## src/hw/bp_consts.svh

```systemverilog
`ifndef BP_CONSTS_SVH
`define BP_CONSTS_SVH

// predictor table geometry
`define BP_ENTRIES 32
`define BP_IDX_W 5

// global history length, must be wider than the index
`define BP_GHR_W 7

// first fetch address, also the reset content of the btb
`define BP_RESET_PC 32'h4000_0000

`endif

```

## src/hw/bp_pkg.sv

```systemverilog
`include "bp_consts.svh"

package bp_pkg;

    // correction code issued from the execute stage
    typedef enum logic [1:0] {
        FIX_NONE            = 2'd0, // prediction held
        FIX_SHOULD_NOT_TAKE = 2'd1, // predicted taken, fell through
        FIX_SHOULD_TAKE     = 2'd2  // taken, but wrong direction or target
    } fix_e;

    // 2-bit saturating counter
    // 0 and 1 predict not taken, 2 and 3 predict taken
    typedef logic [1:0] ctr_t;

    // global history, newest outcome in bit 0
    typedef logic [`BP_GHR_W-1:0] ghr_t;

endpackage

```

## src/hw/fe_pkg.sv

```systemverilog
package fe_pkg;

    // fetch address with bit 0 dropped, holds address bits 31:1
    typedef logic [30:0] hpc_t;

    // instruction sizes counted in halfwords
    localparam hpc_t ILEN_HALF = 31'd1; // compressed
    localparam hpc_t ILEN_FULL = 31'd2; // 32-bit

endpackage

```

## src/hw/bp_lookup_if.sv

```systemverilog
`timescale 1ns/1ps

// one predictor lookup per unstalled cycle
interface bp_lookup_if;

    fe_pkg::hpc_t pc;            // address being fetched
    logic         is_branch;     // conditional branch at pc
    logic         is_jump;       // unconditional jump at pc
    logic         is_compressed; // 16-bit instruction at pc
    fe_pkg::hpc_t target;        // btb target for pc
    logic         taken;         // predicted direction for pc

    modport gen (
        output pc,
        output is_branch,
        output is_jump,
        output is_compressed,
        input  target,
        input  taken
    );

    modport pred (
        input  pc,
        input  is_branch,
        input  is_jump,
        input  is_compressed,
        output target,
        output taken
    );

endinterface

```

## src/hw/branch_predictor.sv

```systemverilog
`timescale 1ns/1ps

`include "bp_consts.svh"

module branch_predictor (
    input  logic          clk_i,
    input  logic          rst_i,
    input  logic          stall_i,
    bp_lookup_if.pred     lk_o,
    // resolution from the execute stage
    input  logic          res_taken_i,
    input  fe_pkg::hpc_t  res_target_i,
    // recovery towards the pc generator
    output bp_pkg::fix_e  fix_o,
    output fe_pkg::hpc_t  exec_pc_o,
    output logic          exec_compressed_o
);

    localparam int DEC = 0;
    localparam int EXE = 1;

    localparam logic [31:0] RESET_PC = `BP_RESET_PC;

    // tables
    fe_pkg::hpc_t btb_q [`BP_ENTRIES];
    bp_pkg::ghr_t ghr_q;

    // per stage tracking, index DEC or EXE
    fe_pkg::hpc_t         pc_q   [2];
    logic [1:0]           vld_q;      // lookup flag
    logic [1:0]           jmp_q;
    logic [1:0]           cmp_q;      // compressed
    logic [1:0]           prd_q;      // predicted taken
    logic [`BP_IDX_W-1:0] idx_q  [2]; // counter index used at lookup
    bp_pkg::ghr_t         ckpt_q [2]; // history before the lookup shift

    logic                 is_cti;
    logic                 lookup;
    logic [`BP_IDX_W-1:0] btb_idx;
    logic [`BP_IDX_W-1:0] rd_idx;
    bp_pkg::ctr_t         rd_ctr;
    logic                 fix_active;
    logic                 pht_upd_en;
    logic                 target_ok;

    // lookup side
    assign is_cti  = lk_o.is_branch | lk_o.is_jump;
    assign lookup  = !stall_i && is_cti;
    assign btb_idx = lk_o.pc[`BP_IDX_W-1:0];
    assign rd_idx  = btb_idx ^ ghr_q[`BP_IDX_W-1:0]; // gshare

    assign lk_o.taken  = lk_o.is_jump | rd_ctr[1]; // jumps always taken
    assign lk_o.target = btb_q[btb_idx];

    pattern_history_table pht_i (
        .clk_i       (clk_i),
        .rst_i       (rst_i),
        .rd_idx_i    (rd_idx),
        .rd_ctr_o    (rd_ctr),
        .upd_en_i    (pht_upd_en),
        .upd_idx_i   (idx_q[EXE]),
        .upd_taken_i (res_taken_i)
    );

    // decode stage holds the address fetched right after the branch
    assign target_ok = (pc_q[DEC] == res_target_i);

    always_comb begin
        fix_o = bp_pkg::FIX_NONE;
        if (!stall_i && vld_q[EXE]) begin
            if (prd_q[EXE] && res_taken_i && target_ok) begin
                fix_o = bp_pkg::FIX_NONE;
            end else if (prd_q[EXE] && !res_taken_i) begin
                fix_o = bp_pkg::FIX_SHOULD_NOT_TAKE;
            end else if (res_taken_i) begin
                fix_o = bp_pkg::FIX_SHOULD_TAKE; // direction or target wrong
            end
        end
    end

    assign fix_active = (fix_o != bp_pkg::FIX_NONE);
    assign pht_upd_en = !stall_i && vld_q[EXE] && !jmp_q[EXE]; // branches only

    assign exec_pc_o         = pc_q[EXE];
    assign exec_compressed_o = cmp_q[EXE];

    // lookup flags, squashed behind a correction
    always_ff @(posedge clk_i) begin
        if (rst_i) begin
            vld_q <= '0;
        end else if (!stall_i) begin
            vld_q[DEC] <= is_cti && !fix_active;
            vld_q[EXE] <= vld_q[DEC] && !fix_active;
        end
    end

    always_ff @(posedge clk_i) begin
        if (!stall_i) begin
            pc_q[DEC]   <= lk_o.pc;
            jmp_q[DEC]  <= lk_o.is_jump;
            cmp_q[DEC]  <= lk_o.is_compressed;
            prd_q[DEC]  <= lk_o.taken;
            idx_q[DEC]  <= rd_idx;
            ckpt_q[DEC] <= ghr_q;

            pc_q[EXE]   <= pc_q[DEC];
            jmp_q[EXE]  <= jmp_q[DEC];
            cmp_q[EXE]  <= cmp_q[DEC];
            prd_q[EXE]  <= prd_q[DEC];
            idx_q[EXE]  <= idx_q[DEC];
            ckpt_q[EXE] <= ckpt_q[DEC];
        end
    end

    // global history
    always_ff @(posedge clk_i) begin
        if (rst_i) begin
            ghr_q <= '0;
        end else if (fix_active) begin
            // back to the checkpoint, then the real outcome
            ghr_q <= {ckpt_q[EXE][`BP_GHR_W-2:0], res_taken_i};
        end else if (lookup) begin
            ghr_q <= {ghr_q[`BP_GHR_W-2:0], lk_o.taken}; // speculative
        end
    end

    // btb learns targets of taken branches it got wrong
    always_ff @(posedge clk_i) begin
        if (rst_i) begin
            for (int i = 0; i < `BP_ENTRIES; i++) begin
                btb_q[i] <= RESET_PC[31:1];
            end
        end else if (fix_o == bp_pkg::FIX_SHOULD_TAKE) begin
            btb_q[pc_q[EXE][`BP_IDX_W-1:0]] <= res_target_i;
        end
    end

endmodule

```

## src/hw/fetch_pc_gen.sv

```systemverilog
`timescale 1ns/1ps

`include "bp_consts.svh"

module fetch_pc_gen (
    input  logic          clk_i,
    input  logic          rst_i,
    input  logic          stall_i,
    // decode info for the address on fetch_pc_o
    input  logic          is_branch_i,
    input  logic          is_jump_i,
    input  logic          is_compressed_i,
    // recovery
    input  fe_pkg::hpc_t  res_target_i,
    input  bp_pkg::fix_e  fix_i,
    input  fe_pkg::hpc_t  exec_pc_i,
    input  logic          exec_compressed_i,
    bp_lookup_if.gen      lk_o,
    output fe_pkg::hpc_t  fetch_pc_o,
    output logic          pred_taken_o
);

    localparam logic [31:0] RESET_PC = `BP_RESET_PC;

    fe_pkg::hpc_t pc_q;
    fe_pkg::hpc_t pc_next;
    fe_pkg::hpc_t fetch_len;
    fe_pkg::hpc_t exec_len;
    fe_pkg::hpc_t seq_pc;
    fe_pkg::hpc_t rec_pc;

    // lookup runs off the current fetch address
    assign lk_o.pc            = pc_q;
    assign lk_o.is_branch     = is_branch_i;
    assign lk_o.is_jump       = is_jump_i;
    assign lk_o.is_compressed = is_compressed_i;

    assign pred_taken_o = lk_o.taken & (is_branch_i | is_jump_i);
    assign fetch_pc_o   = pc_q;

    assign fetch_len = is_compressed_i   ? fe_pkg::ILEN_HALF : fe_pkg::ILEN_FULL;
    assign exec_len  = exec_compressed_i ? fe_pkg::ILEN_HALF : fe_pkg::ILEN_FULL;
    assign seq_pc    = pc_q + fetch_len;
    assign rec_pc    = exec_pc_i + exec_len; // fall-through of the branch in execute

    // corrections first, then the prediction
    always_comb begin
        case (fix_i)
            bp_pkg::FIX_SHOULD_TAKE:     pc_next = res_target_i;
            bp_pkg::FIX_SHOULD_NOT_TAKE: pc_next = rec_pc;
            default: begin
                if (pred_taken_o) begin
                    pc_next = lk_o.target;
                end else begin
                    pc_next = seq_pc;
                end
            end
        endcase
    end

    always_ff @(posedge clk_i) begin
        if (rst_i) begin
            pc_q <= RESET_PC[31:1];
        end else if (!stall_i) begin
            pc_q <= pc_next;
        end
    end

endmodule

```

## src/hw/front_end_top.sv

```systemverilog
`timescale 1ns/1ps

module front_end_top (
    input  logic        clk_i,
    input  logic        rst_i,
    input  logic        stall_i,
    // decode of the word at fetch_pc_o
    input  logic        is_branch_i,
    input  logic        is_jump_i,
    input  logic        is_compressed_i,
    // branch resolution, execute stage
    input  logic        res_taken_i,
    input  logic [31:0] res_target_i,
    output logic [31:0] fetch_pc_o,
    output logic        pred_taken_o,
    output logic [1:0]  fix_o
);

    bp_lookup_if lk ();

    fe_pkg::hpc_t fetch_hpc;
    fe_pkg::hpc_t res_target_hpc;
    fe_pkg::hpc_t exec_pc;
    logic         exec_compressed;
    bp_pkg::fix_e fix;

    // halfword addresses inside, byte addresses outside
    assign res_target_hpc = res_target_i[31:1];
    assign fetch_pc_o     = {fetch_hpc, 1'b0};
    assign fix_o          = fix;

    fetch_pc_gen pc_gen_i (
        .clk_i             (clk_i),
        .rst_i             (rst_i),
        .stall_i           (stall_i),
        .is_branch_i       (is_branch_i),
        .is_jump_i         (is_jump_i),
        .is_compressed_i   (is_compressed_i),
        .res_target_i      (res_target_hpc),
        .fix_i             (fix),
        .exec_pc_i         (exec_pc),
        .exec_compressed_i (exec_compressed),
        .lk_o              (lk.gen),
        .fetch_pc_o        (fetch_hpc),
        .pred_taken_o      (pred_taken_o)
    );

    branch_predictor predictor_i (
        .clk_i             (clk_i),
        .rst_i             (rst_i),
        .stall_i           (stall_i),
        .lk_o              (lk.pred),
        .res_taken_i       (res_taken_i),
        .res_target_i      (res_target_hpc),
        .fix_o             (fix),
        .exec_pc_o         (exec_pc),
        .exec_compressed_o (exec_compressed)
    );

endmodule

```

## src/hw/pattern_history_table.sv

```systemverilog
`timescale 1ns/1ps

`include "bp_consts.svh"

module pattern_history_table (
    input  logic                 clk_i,
    input  logic                 rst_i,
    // read port
    input  logic [`BP_IDX_W-1:0] rd_idx_i,
    output bp_pkg::ctr_t         rd_ctr_o,
    // update port
    input  logic                 upd_en_i,
    input  logic [`BP_IDX_W-1:0] upd_idx_i,
    input  logic                 upd_taken_i
);

    bp_pkg::ctr_t ctr_q [`BP_ENTRIES];
    bp_pkg::ctr_t upd_ctr;
    bp_pkg::ctr_t upd_ctr_next;

    assign rd_ctr_o = ctr_q[rd_idx_i]; // combinational read
    assign upd_ctr  = ctr_q[upd_idx_i];

    // one step towards the outcome, saturating at both ends
    always_comb begin
        upd_ctr_next = upd_ctr;
        if (upd_taken_i) begin
            if (upd_ctr != 2'd3) begin
                upd_ctr_next = upd_ctr + 2'd1;
            end
        end else begin
            if (upd_ctr != 2'd0) begin
                upd_ctr_next = upd_ctr - 2'd1;
            end
        end
    end

    always_ff @(posedge clk_i) begin
        if (rst_i) begin
            for (int i = 0; i < `BP_ENTRIES; i++) begin
                ctr_q[i] <= 2'd0; // strongly not taken
            end
        end else if (upd_en_i) begin
            ctr_q[upd_idx_i] <= upd_ctr_next;
        end
    end

endmodule

```

## config.mk

```make
export PLATFORM = sky130hd
export DESIGN_NAME = front_end_top
export DESIGN_NICKNAME = d
export VERILOG_FILES = /design/src/hw/bp_pkg.sv /design/src/hw/fe_pkg.sv /design/src/hw/bp_lookup_if.sv /design/src/hw/branch_predictor.sv /design/src/hw/fetch_pc_gen.sv /design/src/hw/front_end_top.sv /design/src/hw/pattern_history_table.sv
export VERILOG_INCLUDE_DIRS = /design/src /design/src/hw
export SDC_FILE = /design/constraint.sdc
export NUM_CORES = 2
export LEC_CHECK = 0
export BUFFER_PORTS_ARGS = -buffer_cell sky130_fd_sc_hd__buf_2
export CORE_UTILIZATION = 45
export DETAILED_ROUTE_END_ITERATION = 10
export PLACE_DENSITY = 0.68
export SLEW_MARGIN = 5
export SYNTH_ARGS = -nofsm -noshare
export SYNTH_HDL_FRONTEND = slang
export SYNTH_SLANG_ARGS = --single-unit
```

## constraint.sdc

```tcl
create_clock -name clk_i -period 6.7 [get_ports clk_i]
set_clock_uncertainty 0.1 [all_clocks]
set_input_delay 1.005 -clock clk_i [delete_from_list [all_inputs] [get_ports clk_i]]
set_output_delay 1.005 -clock clk_i [all_outputs]
set_load 0.02 [all_outputs]
```

Word-level counts from Yosys, hierarchy flattened:

Memory sizes are Yosys's and may differ from the RTL's. A register that Yosys moved wholly into a read port is not among the register bits.
Index checks and enable logic that the tools add are counted.

* register bits: 46
* latch bits: 0
* RAM bits: 1142
* memory bits (read-only): 0
* input bits: 39
* output and inout bits: 35
* word-level logic and storage cells: 70
* memories kept: 5

Memories
* predictor_i.btb_q: depth 32, width 31, read ports 1, clocked after memory_dff 1, write ports 32, RTL line branch_predictor.sv:25 `` fe_pkg::hpc_t btb_q [`BP_ENTRIES]; ``
* predictor_i.pht_i.ctr_q: depth 32, width 2, read ports 2, clocked after memory_dff 0, write ports 32, RTL line pattern_history_table.sv:17 `` bp_pkg::ctr_t ctr_q [`BP_ENTRIES]; ``
* predictor_i.pc_q: depth 2, width 31, read ports 2, clocked after memory_dff 0, write ports 2, RTL line branch_predictor.sv:29 `fe_pkg::hpc_t pc_q [2];`
* predictor_i.ckpt_q: depth 2, width 7, read ports 2, clocked after memory_dff 0, write ports 2, RTL line branch_predictor.sv:35 `bp_pkg::ghr_t ckpt_q [2];`
* predictor_i.idx_q: depth 2, width 5, read ports 2, clocked after memory_dff 0, write ports 2, RTL line branch_predictor.sv:34 `` logic [`BP_IDX_W-1:0] idx_q [2]; ``

* $add $sub $neg: 4
* multipliers: 0
* div/mod/pow operators: 0
* order comparisons: 0
* equality and inequality tests: 4
* shifts and indexed selects: 0
* mux-type cells: 30
* bitwise gates (word level): 4
* reductions and logical operators: 17

Operator list (number)
* $add 31x31->31: 2
* $mux 31: 2
* $pmux 31 s2: 1
* $eq 31x31->1: 1
* $reduce_or 31->1: 1
* $mux 2: 10
* $mux 5: 4
* $mux 7: 2
* $mux 1: 11
* $logic_and 1x1->1: 8
* $reduce_bool 2->1: 3
* $xor 5x5->5: 1
* $logic_not 1->1: 4
* $add 2x1->2 const B: 1
* $eq 2x1->1 const B: 1
* $eq 2x2->1 const B: 1
* $ne 2x2->1 const B: 1
* $or 1x1->1: 2
* $reduce_or 2->1: 1
* $sub 2x1->2 const B: 1
* $and 1x1->1: 1

Depth between registers and ports, before layout:

* word-level depth: 11
* gate-level depth with buffers: 14
* gate-level depth less buffers: 13

By module:

Synthesis repeated with hierarchy kept, for this count alone.

* cells, all modules: 3833
* area, all modules: 54761.3 um^2

By module, submodules not included
* branch_predictor: instances 1, cells each 3064, area an instance 47595.6 um^2, seq. area each 32511.2 um^2
* pattern_history_table: instances 1, cells each 311, area an instance 3798.6 um^2, seq. area each 1921.8 um^2
* fetch_pc_gen: instances 1, cells each 456, area an instance 3355.7 um^2, seq. area each 620.6 um^2
* front_end_top: instances 1, cells each 2, area an instance 11.3 um^2, seq. area each 0.0 um^2

Worst setup path before layout:

OpenSTA, ideal clock, no wires.

* path kind: input to register
* start: input stall_i
* end: memory predictor_i.btb_q[12][0] (netlist bit), enable pin
* setup time: 462 ps
* arrival: 5065 ps
* required time: 6138 ps
* setup slack: 1072 ps
* stages on the path: 11
* buffers on the path: 4
* path through: clkbuf_1 buf_1 nor2b_1 nand3_1 inv_1 ha_1 nand2_1 or3_1 clkbuf_1 clkbuf_1 o21ai_0

RTL lines
* start, declared: RTL line front_end_top.sv:6 `input logic stall_i,`
* end, declared: RTL line branch_predictor.sv:25

==> metrics.yaml <==
status: "finished clean"
cp_max_fo: 34
finalNetCount: 3859
async_reset_ff_frac: 0
rsz0062_at_grt: "no"
start_kind: "input pin"
grt_pass1_wl_um: 225000
hp-class: "reg2reg"
drt-total-wl_um: 154000
numCtsBuffers: 119
place_hpwl_um: 92800
utilization: 0.506
max_freq_mhz: 209
drv_slew: 0
cp.required_ps: 7190
dieArea_mm2: 0.124
ys_seq_elements: 1185
die_height_um: 352
area_delta_synth_final_pct: 11.5
post_cts_buffers: 0
gp_congestion: 0.907
powerDensity_mw_per_mm2: 295
synth_nets: 3911
p_leak_nw: 21.3
htree_levels: 3
cts.clk_slew.worst_paths_ps: 60
num_io_pins: 74
yosys_warnings: 0
synth_top_area_frac: 0.621
reg2reg_slack_ps: 2240
synth_commonest_cells: "edfxtp_1, and2_1, clkbuf_1, mux4_2, mux2i_1"
grt_start_max_net_pins: 74
finalSetupTns_ps: 0
synth-main-ff-cell: "edfxtp_1"
dr.pass1.iters: 5
ant_nets: 0
p_total_mw: 18.2
critPathCaptureType: "register"
ir_worst_vdd_mv: 0.244
r2r_start: "predictor_i.pc_q[0][10]"
antenna_found_initial: 12
start_util: 0.454
track_usage: 0.246
initialDrtViolationCount: 4263
insertion_delay_ps: 720
syn_inst: 3863
grt_pass1_vias: 32500
cts-root-buf: "clkbuf_16"
post-route-period-util: 0.714
drive_above_1_share: 0.179
core_mm2: 0.122
synthTopCellsByArea: "edfxtp_1, and2_1, mux4_2"
drc: 0
yosysTopAreaCell: "edfxtp_1"
vias_per_cell: 6.02
die_x_um: 352
cts_tree: "built"
cts_sinks: 1185
fillCellCount: 10000
syn_area_mm2: 0.0552
cap_violations: 0
avgSynthCellArea_um2: 14.3
arrival_ps: 5280
cts_max_path_buffers: 3
grt_overflow: 0
synth.most_common_cell: "edfxtp_1"
rr_worst_depth: 10
hold_end: "predictor_i.idx_q[0][7]"
ctsResizeCount: 0
synth-seq-area-share: 0.636
synth_edf_count: 1142
setup_violations: 0
finalHoldViolations: 0
min_period_ps: 4780
hold_start: "predictor_i.idx_q[0][2]"
synth.distinct_cells: 81
rows: 128
hold_depth: 0
via_count: 33300
holdBufCountCts: 0
criticalPathCategory: "in2reg"
portBuffers: 71
relSlewSlack: 0.0820
worstMarginPinSlew_ps: 1370
detail_route.wl_per_cell_um: 27.8
## metrics by stage
stage               worst slack (ps)  hold slack, ps  area [um^2]  std cells
floorplan                       1070             300        55200       3863
global placement                1440             301        57600       5315
detailed placement              1410             306        57600       5315
CTS                             1910             317        61600       5538
global route                    1800             324        61600       5539
finish                          1920             322        61600       5542
## layer usage
metal / up-vias / global-route usage / routed length, um / part of all wire
met4: 4 / 0.0717 / 4060 / 0.026
met2: 1681 / 0.397 / 73300 / 0.48
met3: 256 / 0.0447 / 14600 / 0.095
met1: 17100 / 0.341 / 61900 / 0.40
met5: - / 0 / 33 / 0.00021
li1: 14300 / - / - / -
## report_power, final
| part | switching, mW | total, mW | internal, mW |
|---|---|---|---|
| Sequential | 0.239 | 8.67 | 8.43 |
| Combinational | 1.69 | 2.63 | 0.935 |
| Clock | 2.90 | 6.88 | 3.98 |
| Total | 4.83 | 18.2 | 13.3 |
## worst max-delay path, stage by stage
cell      delay [ps]
buf_2            510
xnor2_1          260
nand4_1          180
nor4_1           530
nand2_1          200
nand3_1          170
ha_1             510
o41ai_4         1210
o21ai_0          340
o221ai_2         250
nand2_1          110
## final cells by class
| class | count | area [um^2] | share of cell area |
|---|---|---|---|
| Clock inverter | 78 | 853 | 0.0139 |
| Clock buffer | 145 | 3140 | 0.0510 |
| Tap cell | 1625 | 2030 | 0.0330 |
| Sequential cell | 1185 | 35200 | 0.571 |
| Antenna cell | 4 | 10.0 | 0.000163 |
| Inverter | 29 | 113 | 0.00183 |
| Multi-Input combinational cell | 2278 | 18900 | 0.307 |
| Timing Repair Buffer | 198 | 1360 | 0.0221 |
## flip-flops by register name, summed over array words and instances (netlist names), named ones only
signal,count
predictor_i.ckpt_q,8
predictor_i.cmp_q,2
predictor_i.btb_q,992
predictor_i.vld_q,2
predictor_i.jmp_q,2
predictor_i.idx_q,10
predictor_i.prd_q,2
predictor_i.ghr_q,5
predictor_i.pht_i.ctr_q,64
pc_gen_i.fetch_pc_o,31
predictor_i.pc_q,62
## worst max path at each step
stage	startpoint	endpoint	slack (ps)	depth (start not counted)
floorplan	stall_i	predictor_i.btb_q[12][0]	1070	11
global placement	res_target_i[8]	predictor_i.btb_q[0][5]	1440	14
detailed placement	res_target_i[22]	register	1410	11
CTS	pc_gen_i.fetch_pc_o[1]	pred_taken_o	1910	8
global route	pc_gen_i.fetch_pc_o[1]	pred_taken_o	1800	8
finish	res_target_i[8]	register	1920	11
## cell usage in the layout, fill, tap and decap left out, drive strengths merged, types with 5 or more instances in the layout
cell type and n:
edfxtp 1142, and2 965, mux4 225, buf 198
clkbuf 145, mux2i 132, nand2 120, o21ai 113
nor2 94, nor3 78, a221oi 61, xnor2 57
clkinv 56, dfxtp 43, a21oi 40, or3 38
nand3 35, a22oi 30, inv 30, nand4 26
a31oi 23, and3 20, bufinv 17, o22ai 15
a211oi 15, nand2b 14, xor2 13, o221ai 13
o211ai 12, nor2b 11, o31ai 10, nor4 9
nand3b 9, a221o 9, mux2 9, a22o 7
ha 7, a21o 6, o2111ai 6, a211o 5
## logic make-up (layout without fill, tap and decap cells)
kind of cell | Yosys count | after routing | share of synthesized area
simple gates | 1432 | 1432 | 0.151
flops | 1185 | 1185 | 0.636
buf+inv | 400 | 450 | 0.0297
compound gates | 398 | 398 | 0.0512
mux | 366 | 366 | 0.118
xor+xnor | 70 | 70 | 0.0116
fa+ha+maj | 11 | 11 | 0.00267
other cells | 1 | 5 | 0.0000679
Note: power is estimated with default switching activity, not from simulation.
